===== config.mk =====
export PLATFORM = sky130hd
export DESIGN_NAME = ramio_top
export DESIGN_NICKNAME = d
export VERILOG_FILES = /design/src/design/ramio_pkg.sv /design/src/design/cache_if.sv /design/src/design/ramio_top.sv /design/src/design/ramio.sv /design/src/design/cache.sv /design/src/design/uart_rx.sv /design/src/design/uart_tx.sv
export SDC_FILE = /design/constraint.sdc
export NUM_CORES = 1
export LEC_CHECK = 0
export ABC_CLOCK_PERIOD_IN_PS = 6250
export BUFFER_PORTS_ARGS = -buffer_cell sky130_fd_sc_hd__buf_2
export CORE_MARGIN = 5
export CORE_UTILIZATION = 55
export CTS_CLUSTER_SIZE = 12
export DETAILED_ROUTE_END_ITERATION = 8
export PLACE_DENSITY = 0.71
export REMOVE_ABC_BUFFERS = 1
export SYNTH_ARGS = -nofsm -noshare
export SYNTH_HDL_FRONTEND = slang
export SYNTH_SLANG_ARGS = --single-unit

===== constraint.sdc =====
create_clock -name clk -period 6.25 [get_ports clk]
set_clock_uncertainty 0.15 [all_clocks]
set_input_delay 0.625 -clock clk [delete_from_list [all_inputs] [get_ports clk]]
set_output_delay 0.625 -clock clk [all_outputs]
set_load 0.05 [all_outputs]

===== src/design/ramio_pkg.sv =====
/* ramio shared definitions
   access size codes, the read request word and burst RAM widths */
`default_nettype none

package ramio_pkg;

  // access size, used for writes and as the size field of a read
  typedef enum logic [1:0] {
    SZ_NONE = 2'b00,
    SZ_BYTE = 2'b01,
    SZ_HALF = 2'b10,
    SZ_WORD = 2'b11
  } size_e;

  // read request, raw 0 means no read
  typedef union packed {
    logic [2:0] raw;
    struct packed {
      logic  sign;  // 1: sign extend, 0: zero extend
      size_e size;
    } fields;
  } read_req_u;

  localparam int BR_DATA_W = 64;              // one burst RAM word
  localparam int BR_MASK_W = BR_DATA_W / 8;   // one mask bit per byte

endpackage

`default_nettype wire

===== src/design/cache_if.sv =====
/* cache_if
   32-bit access channel from the I/O mapper into the cache */
`timescale 1ns/1ps
`default_nettype none

interface cache_if #(
  parameter int ADDR_W = 32
);
  logic              enable;          // held until the access completes
  logic [ADDR_W-1:0] address;         // byte address, word aligned
  logic [31:0]       data_in;         // already placed in its byte lanes
  logic [3:0]        write_enable;    // one bit per lane, all zero for a read
  logic [31:0]       data_out;
  logic              data_out_ready;  // done when high and busy low
  logic              busy;

  modport requester (
    output enable, address, data_in, write_enable,
    input  data_out, data_out_ready, busy
  );

  modport cache (
    input  enable, address, data_in, write_enable,
    output data_out, data_out_ready, busy
  );
endinterface

`default_nettype wire


===== src/design/ramio_top.sv =====
/* ramio_top
   memory and I/O subsystem: mapper, cache and UART pair */
`timescale 1ns/1ps
`default_nettype none

module ramio_top #(
  parameter int ADDR_W      = 32,
  parameter int RAM_DEPTH_W = 10,
  parameter int LINE_IX_W   = 4,
  parameter int CLK_FREQ    = 20_250_000,
  parameter int BAUD_RATE   = 9600
) (
  input  wire                              clk,
  input  wire                              rst_n,
  input  wire                              enable,
  input  wire  [1:0]                       write_type,
  input  wire  [2:0]                       read_type,
  input  wire  [ADDR_W-1:0]                address,
  input  wire  [31:0]                      data_in,
  output logic [31:0]                      data_out,
  output logic                             data_out_ready,
  output logic                             busy,
  output logic [3:0]                       led,
  output logic                             uart_tx,
  input  wire                              uart_rx,
  output logic                             br_cmd,
  output logic                             br_cmd_en,
  output logic [RAM_DEPTH_W-1:0]           br_addr,
  output logic [ramio_pkg::BR_DATA_W-1:0]  br_wr_data,
  output logic [ramio_pkg::BR_MASK_W-1:0]  br_data_mask,
  input  wire  [ramio_pkg::BR_DATA_W-1:0]  br_rd_data,
  input  wire                              br_rd_data_valid
);
  import ramio_pkg::*;

  // I/O sits at the top of the address space
  localparam logic [ADDR_W-1:0] ADDR_LED      = '1;
  localparam logic [ADDR_W-1:0] ADDR_UART_OUT = ADDR_LED - ADDR_W'(1);
  localparam logic [ADDR_W-1:0] ADDR_UART_IN  = ADDR_LED - ADDR_W'(2);

  size_e     wr_type;
  read_req_u rd_req;
  logic [7:0] tx_data, rx_data;
  logic       tx_go, tx_bsy, rx_go, rx_dr;

  assign wr_type    = size_e'(write_type);
  assign rd_req.raw = read_type;

  cache_if #(.ADDR_W(ADDR_W)) mem_bus ();

  ramio #(
    .ADDR_W        (ADDR_W),
    .ADDR_LED      (ADDR_LED),
    .ADDR_UART_OUT (ADDR_UART_OUT),
    .ADDR_UART_IN  (ADDR_UART_IN)
  ) u_ramio (
    .clk, .rst_n, .enable,
    .write_type    (wr_type),
    .read_type     (rd_req),
    .address, .data_in, .data_out, .data_out_ready, .busy, .led,
    .uart_tx_data  (tx_data),
    .uart_tx_go    (tx_go),
    .uart_tx_bsy   (tx_bsy),
    .uart_rx_data  (rx_data),
    .uart_rx_dr    (rx_dr),
    .uart_rx_go    (rx_go),
    .mem           (mem_bus.requester)
  );

  cache #(
    .RAM_DEPTH_W (RAM_DEPTH_W),
    .LINE_IX_W   (LINE_IX_W)
  ) u_cache (
    .clk, .rst_n,
    .br_cmd, .br_cmd_en, .br_addr, .br_wr_data, .br_data_mask,
    .br_rd_data, .br_rd_data_valid,
    .mem (mem_bus.cache)
  );

  uart_tx #(.CLK_FREQ(CLK_FREQ), .BAUD_RATE(BAUD_RATE)) u_tx (
    .clk, .rst_n, .data(tx_data), .go(tx_go), .tx(uart_tx), .bsy(tx_bsy)
  );

  uart_rx #(.CLK_FREQ(CLK_FREQ), .BAUD_RATE(BAUD_RATE)) u_rx (
    .clk, .rst_n, .rx(uart_rx), .go(rx_go), .data(rx_data), .dr(rx_dr)
  );

endmodule

`default_nettype wire


===== src/design/ramio.sv =====
/* ramio I/O mapper
   routes core accesses to the cache, the LED register or the UARTs,
   formats write lanes and extends read data */
`timescale 1ns/1ps
`default_nettype none

module ramio #(
  parameter int                ADDR_W        = 32,
  parameter logic [ADDR_W-1:0] ADDR_LED      = '1,
  parameter logic [ADDR_W-1:0] ADDR_UART_OUT = ADDR_LED - ADDR_W'(1),
  parameter logic [ADDR_W-1:0] ADDR_UART_IN  = ADDR_LED - ADDR_W'(2)
) (
  input  wire                        clk,
  input  wire                        rst_n,
  input  wire                        enable,
  input  wire ramio_pkg::size_e      write_type,
  input  wire ramio_pkg::read_req_u  read_type,
  input  wire [ADDR_W-1:0]           address,     // byte address
  input  wire [31:0]                 data_in,
  output logic [31:0]                data_out,
  output logic                       data_out_ready,
  output logic                       busy,
  output logic [3:0]                 led,
  output logic [7:0]                 uart_tx_data,
  output logic                       uart_tx_go,
  input  wire                        uart_tx_bsy,
  input  wire [7:0]                  uart_rx_data,
  input  wire                        uart_rx_dr,
  output logic                       uart_rx_go,
  cache_if.requester                 mem
);
  import ramio_pkg::*;

  logic        is_led, is_uart_out, is_uart_in, is_io;
  logic        rd_byte;    // byte sized read request
  logic        sign;
  logic [31:0] wr_lanes;   // write data replicated over the lanes
  logic [3:0]  wr_en;
  logic [7:0]  rd_lane8;
  logic [15:0] rd_lane16;
  logic [7:0]  io_byte;
  logic [7:0]  rx_byte;    // last received byte, cleared when read

  assign is_led      = address == ADDR_LED;
  assign is_uart_out = address == ADDR_UART_OUT;
  assign is_uart_in  = address == ADDR_UART_IN;
  assign is_io       = is_led || is_uart_out || is_uart_in;

  assign rd_byte = read_type.fields.size == SZ_BYTE;
  assign sign    = read_type.fields.sign;

  // I/O registers answer at once, RAM goes through the cache handshake
  assign busy           = is_io ? 1'b0 : mem.busy;
  assign data_out_ready = is_io ? 1'b1 : mem.data_out_ready;

  assign mem.enable       = enable && !is_io;
  assign mem.address      = {address[ADDR_W-1:2], 2'b00};  // cache sees words only
  assign mem.data_in      = wr_lanes;
  assign mem.write_enable = wr_en;

  always_comb begin
    wr_lanes = data_in;
    wr_en    = 4'b0000;
    case (write_type)
      SZ_BYTE: begin
        wr_lanes = {4{data_in[7:0]}};       // every lane, enable picks one
        wr_en    = 4'b0001 << address[1:0];
      end
      SZ_HALF: begin
        wr_lanes = {2{data_in[15:0]}};
        if (!address[0]) begin
          wr_en = address[1] ? 4'b1100 : 4'b0011;
        end
        // odd half address writes nothing
      end
      SZ_WORD: wr_en = 4'b1111;
      default: wr_en = 4'b0000;  // not a write
    endcase
  end

  assign rd_lane8  = mem.data_out[{address[1:0], 3'b000} +: 8];
  assign rd_lane16 = mem.data_out[{address[1], 4'b0000} +: 16];

  always_comb begin
    io_byte  = is_uart_in ? rx_byte : (is_uart_out ? uart_tx_data : {4'b0000, led});
    data_out = '0;
    if (read_type.raw != 3'b000) begin
      if (is_io) begin
        if (rd_byte) begin
          data_out = {{24{sign & io_byte[7]}}, io_byte};  // I/O is byte wide
        end
      end else begin
        case (read_type.fields.size)
          SZ_BYTE: data_out = {{24{sign & rd_lane8[7]}}, rd_lane8};
          SZ_HALF: begin
            if (!address[0]) begin
              data_out = {{16{sign & rd_lane16[15]}}, rd_lane16};
            end
          end
          SZ_WORD: data_out = mem.data_out;
          default: data_out = '0;
        endcase
      end
    end
  end

  always_ff @(posedge clk or negedge rst_n) begin
    if (!rst_n) begin
      led          <= 4'b1111;  // active low, all off
      uart_tx_data <= '0;
      uart_tx_go   <= 1'b0;
      rx_byte      <= '0;
      uart_rx_go   <= 1'b1;     // receiver armed from the start
    end else begin
      if (enable && is_uart_in && rd_byte) begin
        rx_byte <= '0;  // a read consumes the byte
      end else if (uart_rx_go && uart_rx_dr) begin
        rx_byte    <= uart_rx_data;
        uart_rx_go <= 1'b0;  // ack, dr clears
      end
      if (!uart_rx_go) uart_rx_go <= 1'b1;  // one cycle ack, then rearm
      if (uart_tx_go && !uart_tx_bsy) begin
        uart_tx_go   <= 1'b0;  // transmitter has taken the byte
        uart_tx_data <= '0;
      end
      if (enable && is_uart_out && write_type == SZ_BYTE) begin
        uart_tx_data <= data_in[7:0];
        uart_tx_go   <= 1'b1;
      end
      if (enable && is_led && write_type == SZ_BYTE) led <= data_in[3:0];
    end
  end

endmodule

`default_nettype wire


===== src/design/cache.sv =====
/* cache
   direct-mapped write-back cache, 32-bit accesses over 64-bit burst RAM
   words, one RAM word per line */
`timescale 1ns/1ps
`default_nettype none

module cache #(
  parameter int RAM_DEPTH_W = 10,
  parameter int LINE_IX_W   = 4
) (
  input  wire                                clk,
  input  wire                                rst_n,
  output logic                               br_cmd,        // 1: write, 0: read
  output logic                               br_cmd_en,     // one-cycle pulse
  output logic [RAM_DEPTH_W-1:0]             br_addr,       // 64-bit word address
  output logic [ramio_pkg::BR_DATA_W-1:0]    br_wr_data,
  output logic [ramio_pkg::BR_MASK_W-1:0]    br_data_mask,
  input  wire  [ramio_pkg::BR_DATA_W-1:0]    br_rd_data,
  input  wire                                br_rd_data_valid,
  cache_if.cache                             mem
);
  import ramio_pkg::*;

  localparam int LINES = 2 ** LINE_IX_W;
  localparam int TAG_W = RAM_DEPTH_W - LINE_IX_W;

  localparam logic [1:0] S_IDLE      = 2'd0;
  localparam logic [1:0] S_WB        = 2'd1;  // write back dirty line
  localparam logic [1:0] S_FILL_REQ  = 2'd2;
  localparam logic [1:0] S_FILL_WAIT = 2'd3;

  logic [BR_DATA_W-1:0] data_mem [LINES];
  logic [TAG_W-1:0]     tag_mem  [LINES];
  logic [LINES-1:0]     valid;
  logic [LINES-1:0]     dirty;
  logic [1:0]           state;

  logic                 word_sel;  // low or high half of the line
  logic [LINE_IX_W-1:0] ix;
  logic [TAG_W-1:0]     tag;
  logic                 hit;

  assign word_sel = mem.address[2];
  assign ix       = mem.address[3 +: LINE_IX_W];
  assign tag      = mem.address[3 + LINE_IX_W +: TAG_W];
  assign hit      = mem.enable && valid[ix] && (tag_mem[ix] == tag);

  assign mem.busy           = state != S_IDLE;
  assign mem.data_out_ready = (state == S_IDLE) && hit;
  assign mem.data_out       = word_sel ? data_mem[ix][63:32] : data_mem[ix][31:0];
  assign br_data_mask       = '0;  // full word writes

  always_ff @(posedge clk or negedge rst_n) begin
    if (!rst_n) begin
      state     <= S_IDLE;
      valid     <= '0;
      dirty     <= '0;
      br_cmd    <= 1'b0;
      br_cmd_en <= 1'b0;
    end else begin
      br_cmd_en <= 1'b0;
      case (state)
        S_IDLE: begin
          if (hit && mem.write_enable != 4'b0000) begin
            dirty[ix] <= 1'b1;
          end else if (mem.enable && !hit) begin
            state <= dirty[ix] ? S_WB : S_FILL_REQ;  // dirty implies valid
          end
        end
        S_WB: begin
          br_cmd    <= 1'b1;
          br_cmd_en <= 1'b1;
          dirty[ix] <= 1'b0;
          state     <= S_FILL_REQ;
        end
        S_FILL_REQ: begin
          br_cmd    <= 1'b0;
          br_cmd_en <= 1'b1;
          state     <= S_FILL_WAIT;
        end
        default: begin  // S_FILL_WAIT
          if (br_rd_data_valid) begin
            valid[ix] <= 1'b1;
            state     <= S_IDLE;  // retried next cycle as a hit
          end
        end
      endcase
    end
  end

  always_ff @(posedge clk) begin
    if (state == S_IDLE && hit) begin
      for (int i = 0; i < 4; i++) begin
        if (mem.write_enable[i]) begin
          data_mem[ix][{word_sel, i[1:0], 3'b000} +: 8] <= mem.data_in[8*i +: 8];
        end
      end
    end
    if (state == S_WB) begin
      br_addr    <= {tag_mem[ix], ix};  // victim address
      br_wr_data <= data_mem[ix];
    end
    if (state == S_FILL_REQ) br_addr <= {tag, ix};
    if (state == S_FILL_WAIT && br_rd_data_valid) begin
      data_mem[ix] <= br_rd_data;
      tag_mem[ix]  <= tag;
    end
  end

endmodule

`default_nettype wire


===== src/design/uart_rx.sv =====
/* uart_rx
   8N1 deserializer with mid-bit sampling and a go/dr level handshake */
`timescale 1ns/1ps
`default_nettype none

module uart_rx #(
  parameter int CLK_FREQ  = 20_250_000,
  parameter int BAUD_RATE = 9600
) (
  input  wire        clk,
  input  wire        rst_n,
  input  wire        rx,
  input  wire        go,
  output logic [7:0] data,  // valid while dr is high
  output logic       dr
);
  localparam int BIT_CLKS  = CLK_FREQ / BAUD_RATE;
  localparam int HALF_CLKS = BIT_CLKS / 2;
  localparam int CNT_W     = $clog2(BIT_CLKS + 1);

  localparam logic [1:0] S_IDLE  = 2'd0;
  localparam logic [1:0] S_START = 2'd1;
  localparam logic [1:0] S_DATA  = 2'd2;
  localparam logic [1:0] S_STOP  = 2'd3;

  logic             rx_meta, rx_sync, rx_prev;
  logic [1:0]       state;
  logic [CNT_W-1:0] baud_cnt;
  logic [2:0]       bit_ix;
  logic             bit_end;   // mid-point of the current data or stop bit

  assign bit_end = baud_cnt == CNT_W'(BIT_CLKS - 1);

  always_ff @(posedge clk or negedge rst_n) begin
    if (!rst_n) begin
      rx_meta  <= 1'b1;
      rx_sync  <= 1'b1;
      rx_prev  <= 1'b1;
      state    <= S_IDLE;
      baud_cnt <= '0;
      bit_ix   <= '0;
      dr       <= 1'b0;
    end else begin
      rx_meta <= rx;  // two-flop synchronizer
      rx_sync <= rx_meta;
      rx_prev <= rx_sync;
      if (!go) dr <= 1'b0;  // ack from the mapper
      baud_cnt <= baud_cnt + 1'b1;
      case (state)
        S_IDLE: begin
          baud_cnt <= '0;
          if (rx_prev && !rx_sync) state <= S_START;  // falling edge, start bit
        end
        S_START: begin
          if (baud_cnt == CNT_W'(HALF_CLKS - 1)) begin
            baud_cnt <= '0;
            bit_ix   <= '0;
            state    <= rx_sync ? S_IDLE : S_DATA;  // glitch returns to idle
          end
        end
        S_DATA: begin
          if (bit_end) begin
            baud_cnt <= '0;
            bit_ix   <= bit_ix + 3'd1;
            if (bit_ix == 3'd7) state <= S_STOP;
          end
        end
        default: begin  // S_STOP
          if (bit_end) begin
            state <= S_IDLE;
            if (rx_sync) dr <= 1'b1;  // framing error drops the byte
          end
        end
      endcase
    end
  end

  always_ff @(posedge clk) begin
    if (state == S_DATA && bit_end) data <= {rx_sync, data[7:1]};  // lsb first
  end

endmodule

`default_nettype wire


===== src/design/uart_tx.sv =====
/* uart_tx
   8N1 serializer, go/bsy level handshake */
`timescale 1ns/1ps
`default_nettype none

module uart_tx #(
  parameter int CLK_FREQ  = 20_250_000,
  parameter int BAUD_RATE = 9600
) (
  input  wire       clk,
  input  wire       rst_n,
  input  wire [7:0] data,
  input  wire       go,
  output logic      tx,
  output logic      bsy
);
  localparam int BIT_CLKS = CLK_FREQ / BAUD_RATE;
  localparam int CNT_W    = $clog2(BIT_CLKS + 1);

  logic [9:0]       shift;     // stop, data, start; lsb goes out first
  logic [CNT_W-1:0] baud_cnt;
  logic [3:0]       bit_cnt;
  logic             go_seen;   // current go already served

  assign tx = shift[0];

  always_ff @(posedge clk or negedge rst_n) begin
    if (!rst_n) begin
      shift    <= '1;  // line idles high
      baud_cnt <= '0;
      bit_cnt  <= '0;
      bsy      <= 1'b0;
      go_seen  <= 1'b0;
    end else begin
      if (!go) go_seen <= 1'b0;  // go dropped, next byte may come
      if (!bsy) begin
        if (go && !go_seen) begin
          shift    <= {1'b1, data, 1'b0};
          baud_cnt <= '0;
          bit_cnt  <= '0;
          bsy      <= 1'b1;
          go_seen  <= 1'b1;
        end
      end else if (baud_cnt == CNT_W'(BIT_CLKS - 1)) begin
        baud_cnt <= '0;
        shift    <= {1'b1, shift[9:1]};  // refill with idle level
        bit_cnt  <= bit_cnt + 4'd1;
        if (bit_cnt == 4'd9) bsy <= 1'b0;  // stop bit done
      end else begin
        baud_cnt <= baud_cnt + 1'b1;
      end
    end
  end

endmodule

`default_nettype wire


==> results.json, run 1 <==
{
  "grt_usage_pct": 30.8,
  "via_per_inst": 6.78,
  "cts.clk_slew.worst_paths_ps": 60,
  "final_nets": 3799,
  "hold_viol": 0,
  "dp_hpwl_um": 114000,
  "synth_flop_cell": "edfxtp_1",
  "p_total_mw": 20.4,
  "gp_congestion": 1.03,
  "powerDensity_nw_per_um2": 322,
  "num_rows": 116,
  "grt_pass1_vias": 33733,
  "clock-sinks": 1308,
  "swShare_pct": 26.8,
  "drt_iter0_markers": 5373,
  "finalWirelength_um": 165000,
  "yosysWarningCount": 0,
  "pwr-share-seq_pct": 50.1,
  "post_cts_resized": 0,
  "use_met1_pct": 42.5,
  "required_ps": 5470,
  "synth_cells": 3191,
  "drive_gt1_share_pct": 29.6,
  "cts_inserted_buffers": 134,
  "fin_crit_ps": 5880,
  "finalSetupViolCount": 0,
  "drc_errors": 0,
  "cts_root_buffer": "clkbuf_16",
  "clk_latency_ps": 750,
  "synthArstFlopShare_pct": 8.10,
  "pwr-share-clk_pct": 35.8,
  "placed_area_um2": 59200,
  "slew-limit-headroom_pct": 11.4,
  "status": "finished, final reports clean",
  "ir_drop_mv": 0.461,
  "vias": 34075,
  "yosys_register_bits": 1308,
  "p_leak_nw": 23.5,
  "drt-pass1-iter-count": 6,
  "top_usage_layer": "met2",
  "portBuffers": 252,
  "comb_power_share_pct": 14.1,
  "cts_setup_buffers": 0,
  "initial_core_util_pct": 55.2,
  "worst_slew_pin_slew_ps": 1320,
  "syn-cell-area_um2": 55000,
  "end_kind": "output pin",
  "critical_path_class": "primary input to output pin",
  "cts_tree": "yes",
  "grtUsageMet3_pct": 10.8,
  "stdcell_count": 5023,
  "p_sw_mw": 5.46,
  "fin_crit_sh_pct": 94.2,
  "max_freq_mhz": 170,
  "cp.arrival_ps": 5110,
  "area_growth_syn_to_layout_pct": 14.8,
  "grt_pass1_wl_um": 237000,
  "io-pin-count": 261,
  "htree_levels": 4,
  "die_w_um": 326,
  "ys_types": 71,
  "chipHeight_um": 326,
  "cts_hold_buf": 2,
  "gr-usage-met2_pct": 45.3,
  "startpoint_type": "primary input",
  "gr-total-overflow": 0,
  "grt_max_degree": 95,
  "critPathMaxFanout": 68,
  "place_inst": 4799,
  "stdcell_area_um2": 63100,
  "drtAntennaViolNets": 0,
  "synth.avg_cell_area_um2": 17.2,
  "die_area_um2": 106000,
  "drv_slew": 0,
  "cts_buffer_depth": 3,
  "antenna_found_initial": 11,
  "routedWlPerCell_um": 32.9,
  "internal_power_mw": 14.9,
  "ys_seq_area_share_pct": 70.5,
  "rsz0062_at_grt": "no",
  "synth_edf_count": 1202,
  "cap_violations": 0,
  "hold_path.class": "primary input to flip-flop",
  "core_area_um2": 99700
}
[metal layers]
metal	wire, um	vias to the layer above
li1	-	13641
met1	59800	17357
met2	73800	2660
met3	23700	407
met4	7660	10
met5	187	-
[cells in the mapped netlist, drive strengths merged, types with 17 or more instances]
cell type / n / area, um^2
nor2b: 18 / 113
o211ai: 40 / 300
buf: 112 / 592
o31ai: 52 / 390
ha: 22 / 275
dfstp: 17 / 447
mux2: 46 / 518
nand2: 229 / 862
nand3: 57 / 285
nor2: 149 / 559
inv: 71 / 267
mux4: 314 / 7070
dfrtp: 89 / 2230
or2: 23 / 144
o21ai: 78 / 390
nand4: 30 / 188
clkbuf: 104 / 390
a22oi: 37 / 278
edfxtp: 1202 / 36100
a21oi: 188 / 948
mux2i: 113 / 1130
[critical path: stages]
cell and delay, ps:
buf_8 470, buf_4 590, mux2_2 420, o22ai_1 200
nor3_1 90, nor4_1 280, buf_4 200, o31ai_1 70
o21ai_1 1010, o311ai_0 630, buf_2 380
[stage by stage]
step	hold slack, ps	util (%)	TNS, ps	setup slack (ps)
floorplan	179	-	-378280	-959
detailed placement	226	59.4	0	575
CTS	89.1	63.3	0	566
global placement	227	59.4	0	667
finish	127	63.3	0	365
global route	101	63.3	0	299
[power by group through the flow]
stage / clock, mW / combinational [mW] / sequential, mW
floorplan: 0 / 1.14 / 10.8
global placement: 0 / 2.77 / 10.4
detailed placement: 0 / 2.83 / 10.4
CTS: 7.33 / 2.84 / 10.2
global route: 7.73 / 2.99 / 10.2
finish: 7.28 / 2.88 / 10.2
[placed cells by master, fill, tap and decap left out, types with 76 or more instances in the layout]
cell,instances
a21oi_1,186
buf_2,241
buf_4,263
clkbuf_16,138
dfrtp_1,89
edfxtp_1,1202
mux2i_1,113
mux4_2,314
nand2_1,225
nor2_1,149
o21ai_0,76
[flip-flops by register name (all words and copies together) (netlist names), 2 cells and up, named ones only]
register              flops
u_cache.tag_mem          96
u_cache.data_mem       1024
u_cache.br_wr_data       64
u_cache.valid            16
u_tx.baud_cnt            12
u_rx.state                2
u_tx.shift                9
u_rx.bit_ix               3
u_cache.br_addr          10
u_ramio.uart_tx_data      8
u_ramio.rx_byte           8
u_rx.data                 8
u_tx.bit_cnt              4
u_ramio.led               4
u_cache.state             2
u_rx.baud_cnt            12
[kinds of logic after synthesis]
| group | synth area share [%] |
|---|---|
| AOI/OAI and AO/OA | 5.92 |
| xor gates and xnor gates | 0.287 |
| adders and majority gates | 0.500 |
| buffers and inverters | 2.29 |
| DFF | 70.5 |
| muxes | 15.8 |
| other | 0.00682 |
| and+or+nand+nor | 4.69 |
[path summary, 6_finish.rpt]
path                             startpoint                 endpoint  slack [ps]  cells past startpoint
max in group asynchronous             rst_n          u_tx.bit_cnt[0]        4340                      3
min in group asynchronous             rst_n         u_tx.baud_cnt[5]         330                      2
max                              address[4]             data_out[31]         370                     11
min reg2reg                    u_rx.rx_sync             u_rx.rx_prev         240                      0
min                              address[5]       u_cache.br_addr[2]         130                      1
max reg2reg                u_cache.state[1]  u_cache.data_mem[9][13]        2100                     10
[layout make-up]
cell class	instances	area, um^2
diodes	8	20.0
clock buffers	180	3630
clock inverters	34	249
fillers	6876	36600
inverters	74	283
multi-input cells	1600	15100
flip-flops and latches	1308	38800
well taps	1298	1620
repair buffers	521	3490
Power figures use the tool's default switching activity.
==> inputs of run 2 (changes only) <==
CTS_BUF_LIST = sky130_fd_sc_hd__clkbuf_4   (was not set)
==> run 2 against run 1 <==
  * Sequential share of layout area decreased by 1.0 points
  * Non-clock buffer count increased by 99
  * Global-route usage increased by 0.52 points
  * Critical path type unchanged
  * Largest cell class unchanged
==> results.json, run 2 (same netlist as run 1, synthesis figures left out) <==
{
  "drc_errors": 0,
  "hold_viol": 0,
  "hold_path.class": "primary input to flip-flop",
  "gp_congestion": 1.03,
  "core_area_um2": 99700,
  "layout_common_cells": "edfxtp_1 (1202), clkbuf_4 (473), mux4_2 (314)",
  "cap_violations": 0,
  "drv_slew": 0,
  "register_area_um2": 38800,
  "htree_levels": 5,
  "top_register": "u_cache.data_mem",
  "crit_start": "address[6]",
  "worst_slew_pin_slew_ps": 1310,
  "portBuffers": 252,
  "critPathMaxFanout": 16,
  "status": "finished, final reports clean",
  "finalWirelength_um": 168000,
  "drt-pass1-iter-count": 7,
  "grt_pass1_wl_um": 242000,
  "r2r-start": "u_cache.state[1]",
  "routedWlPerCell_um": 30.7,
  "cts_tree": "yes",
  "utilization_pct": 64.4,
  "final_nets": 4102,
  "cts_buffer_depth": 4,
  "fin_crit_ps": 6040,
  "drt_iter0_markers": 5561,
  "die_w_um": 326,
  "dp_hpwl_um": 114000,
  "grt_usage_pct": 31.3,
  "critical_path_class": "primary input to output pin",
  "startpoint_type": "primary input",
  "cts.clk_slew.worst_paths_ps": 70,
  "max_freq_mhz": 166,
  "cp_num_buf_inv": 4,
  "end_kind": "output pin",
  "powerDensity_nw_per_um2": 312,
  "slew-limit-headroom_pct": 12.7,
  "drtAntennaViolNets": 0,
  "rsz0062_at_grt": "no",
  "post_cts_resized": 0,
  "grt_pass1_vias": 35801,
  "final_common_cell": "edfxtp_1",
  "die_area_um2": 106000,
  "dp_slack_ps": 575,
  "ir_drop_mv": 0.479,
  "largest_reg_flops": 1024,
  "drive_gt1_share_pct": 34.4,
  "vias": 35989,
  "min_from": "data_in[14]",
  "p_total_mw": 20.0,
  "max_stage_delay_ps": 980,
  "via_per_inst": 6.58,
  "initial_core_util_pct": 55.2,
  "finalSetupViolCount": 0,
  "antenna_found_initial": 22,
  "gr-total-overflow": 0,
  "fin_ws_ps": 212,
  "multiInputGateArea_um2": 15100,
  "required_ps": 5470,
  "cp_cell_sequence": "dlygate4sd3_1 > buf_2 > and2_1 > a22oi_1 > and4_1 > nor4_1 > buf_4 > o31ai_1 > o21ai_1 > o311ai_0 > buf_2",
  "io-pin-count": 261,
  "num_rows": 116,
  "crit_top_cell": "buf_2",
  "stdcell_count": 5470,
  "top_regs": "u_cache.data_mem (1024), u_cache.tag_mem (96), u_cache.br_wr_data (64)",
  "cp_slowest_cell": "o21ai_1",
  "fin_setup_tns_ps": 0,
  "cp.arrival_ps": 5260,
  "area_growth_syn_to_layout_pct": 16.7,
  "cts_inserted_buffers": 338,
  "chipHeight_um": 326,
  "cts_root_buffer": "clkbuf_4",
  "clock-sinks": 1308,
  "cts_setup_buffers": 0,
  "crit_family": "compound AO/OA/AOI/OAI gates",
  "fillers": 6941,
  "place_inst": 4799,
  "clk_latency_ps": 1220,
  "p_leak_nw": 24.4,
  "fin_crit_sh_pct": 96.6,
  "grt_max_degree": 95
}
-- run 2: stage by stage --
stage / instance area [um^2] / hold slack, ps
detailed placement: 59200 / 226
CTS: 64200 / 0.740
global route: 64200 / 71.6
global placement: 59200 / 227
floorplan: 54100 / 179
finish: 64200 / 111
-- run 2: report_power, final --
part	internal, mW	switching, mW	leakage, nW	total, mW
sequential	10.1	0.130	13.7	10.2
combinational	0.773	2.16	8.41	2.93
clock	3.55	3.35	2.38	6.90
total	14.4	5.64	24.4	20.0
-- run 2: what timing repair did --
item | in CTS | in global routing
endpoints found under the setup margin | 0 | 0
hold endpoints to repair | 984 | 0
hold buffers | 101 | 0
-- run 2: worst reg2reg max path, stage by stage, from the launching register on --
cell and delay, ps:
dfrtp_1 410, inv_1 160, ha_1 360, nand2_1 90, a31oi_1 600, o2111ai_1 270
a21oi_2 210, buf_4 280, nand2_2 400, buf_4 370, o31ai_1 270, dlygate4sd3_1 610
buf_4 220
-- run 2: metal layers --
layer,share of wire (%),track usage (%)
met2,45,46.4
met1,36,42.5
met3,15,12.1
met5,0.099,0
met4,4.0,12.2
-- run 2: worst paths after layout --
path | endpoint | depth (start not counted) | slack [ps]
max in group asynchronous | async pin | 4 | 4630
worst min register to register | u_rx.rx_prev | 0 | 220
worst max register to register | u_cache.data_mem[15][30] | 12 | 1610
worst max-delay path | data_out[31] | 11 | 210
worst min-delay path | u_cache.data_mem[5][46] | 4 | 110
min in group asynchronous | u_rx.rx_meta | 3 | 430
-- run 2: layout make-up --
type / count / area share, %
flip-flops and latches: 1308 / 60.4
multi-input cells: 1600 / 23.5
repair buffers: 620 / 7.01
clock buffers: 473 / 5.53
well taps: 1298 / 2.53
clock inverters: 90 / 0.631
inverters: 74 / 0.440
diodes: 7 / 0.0273
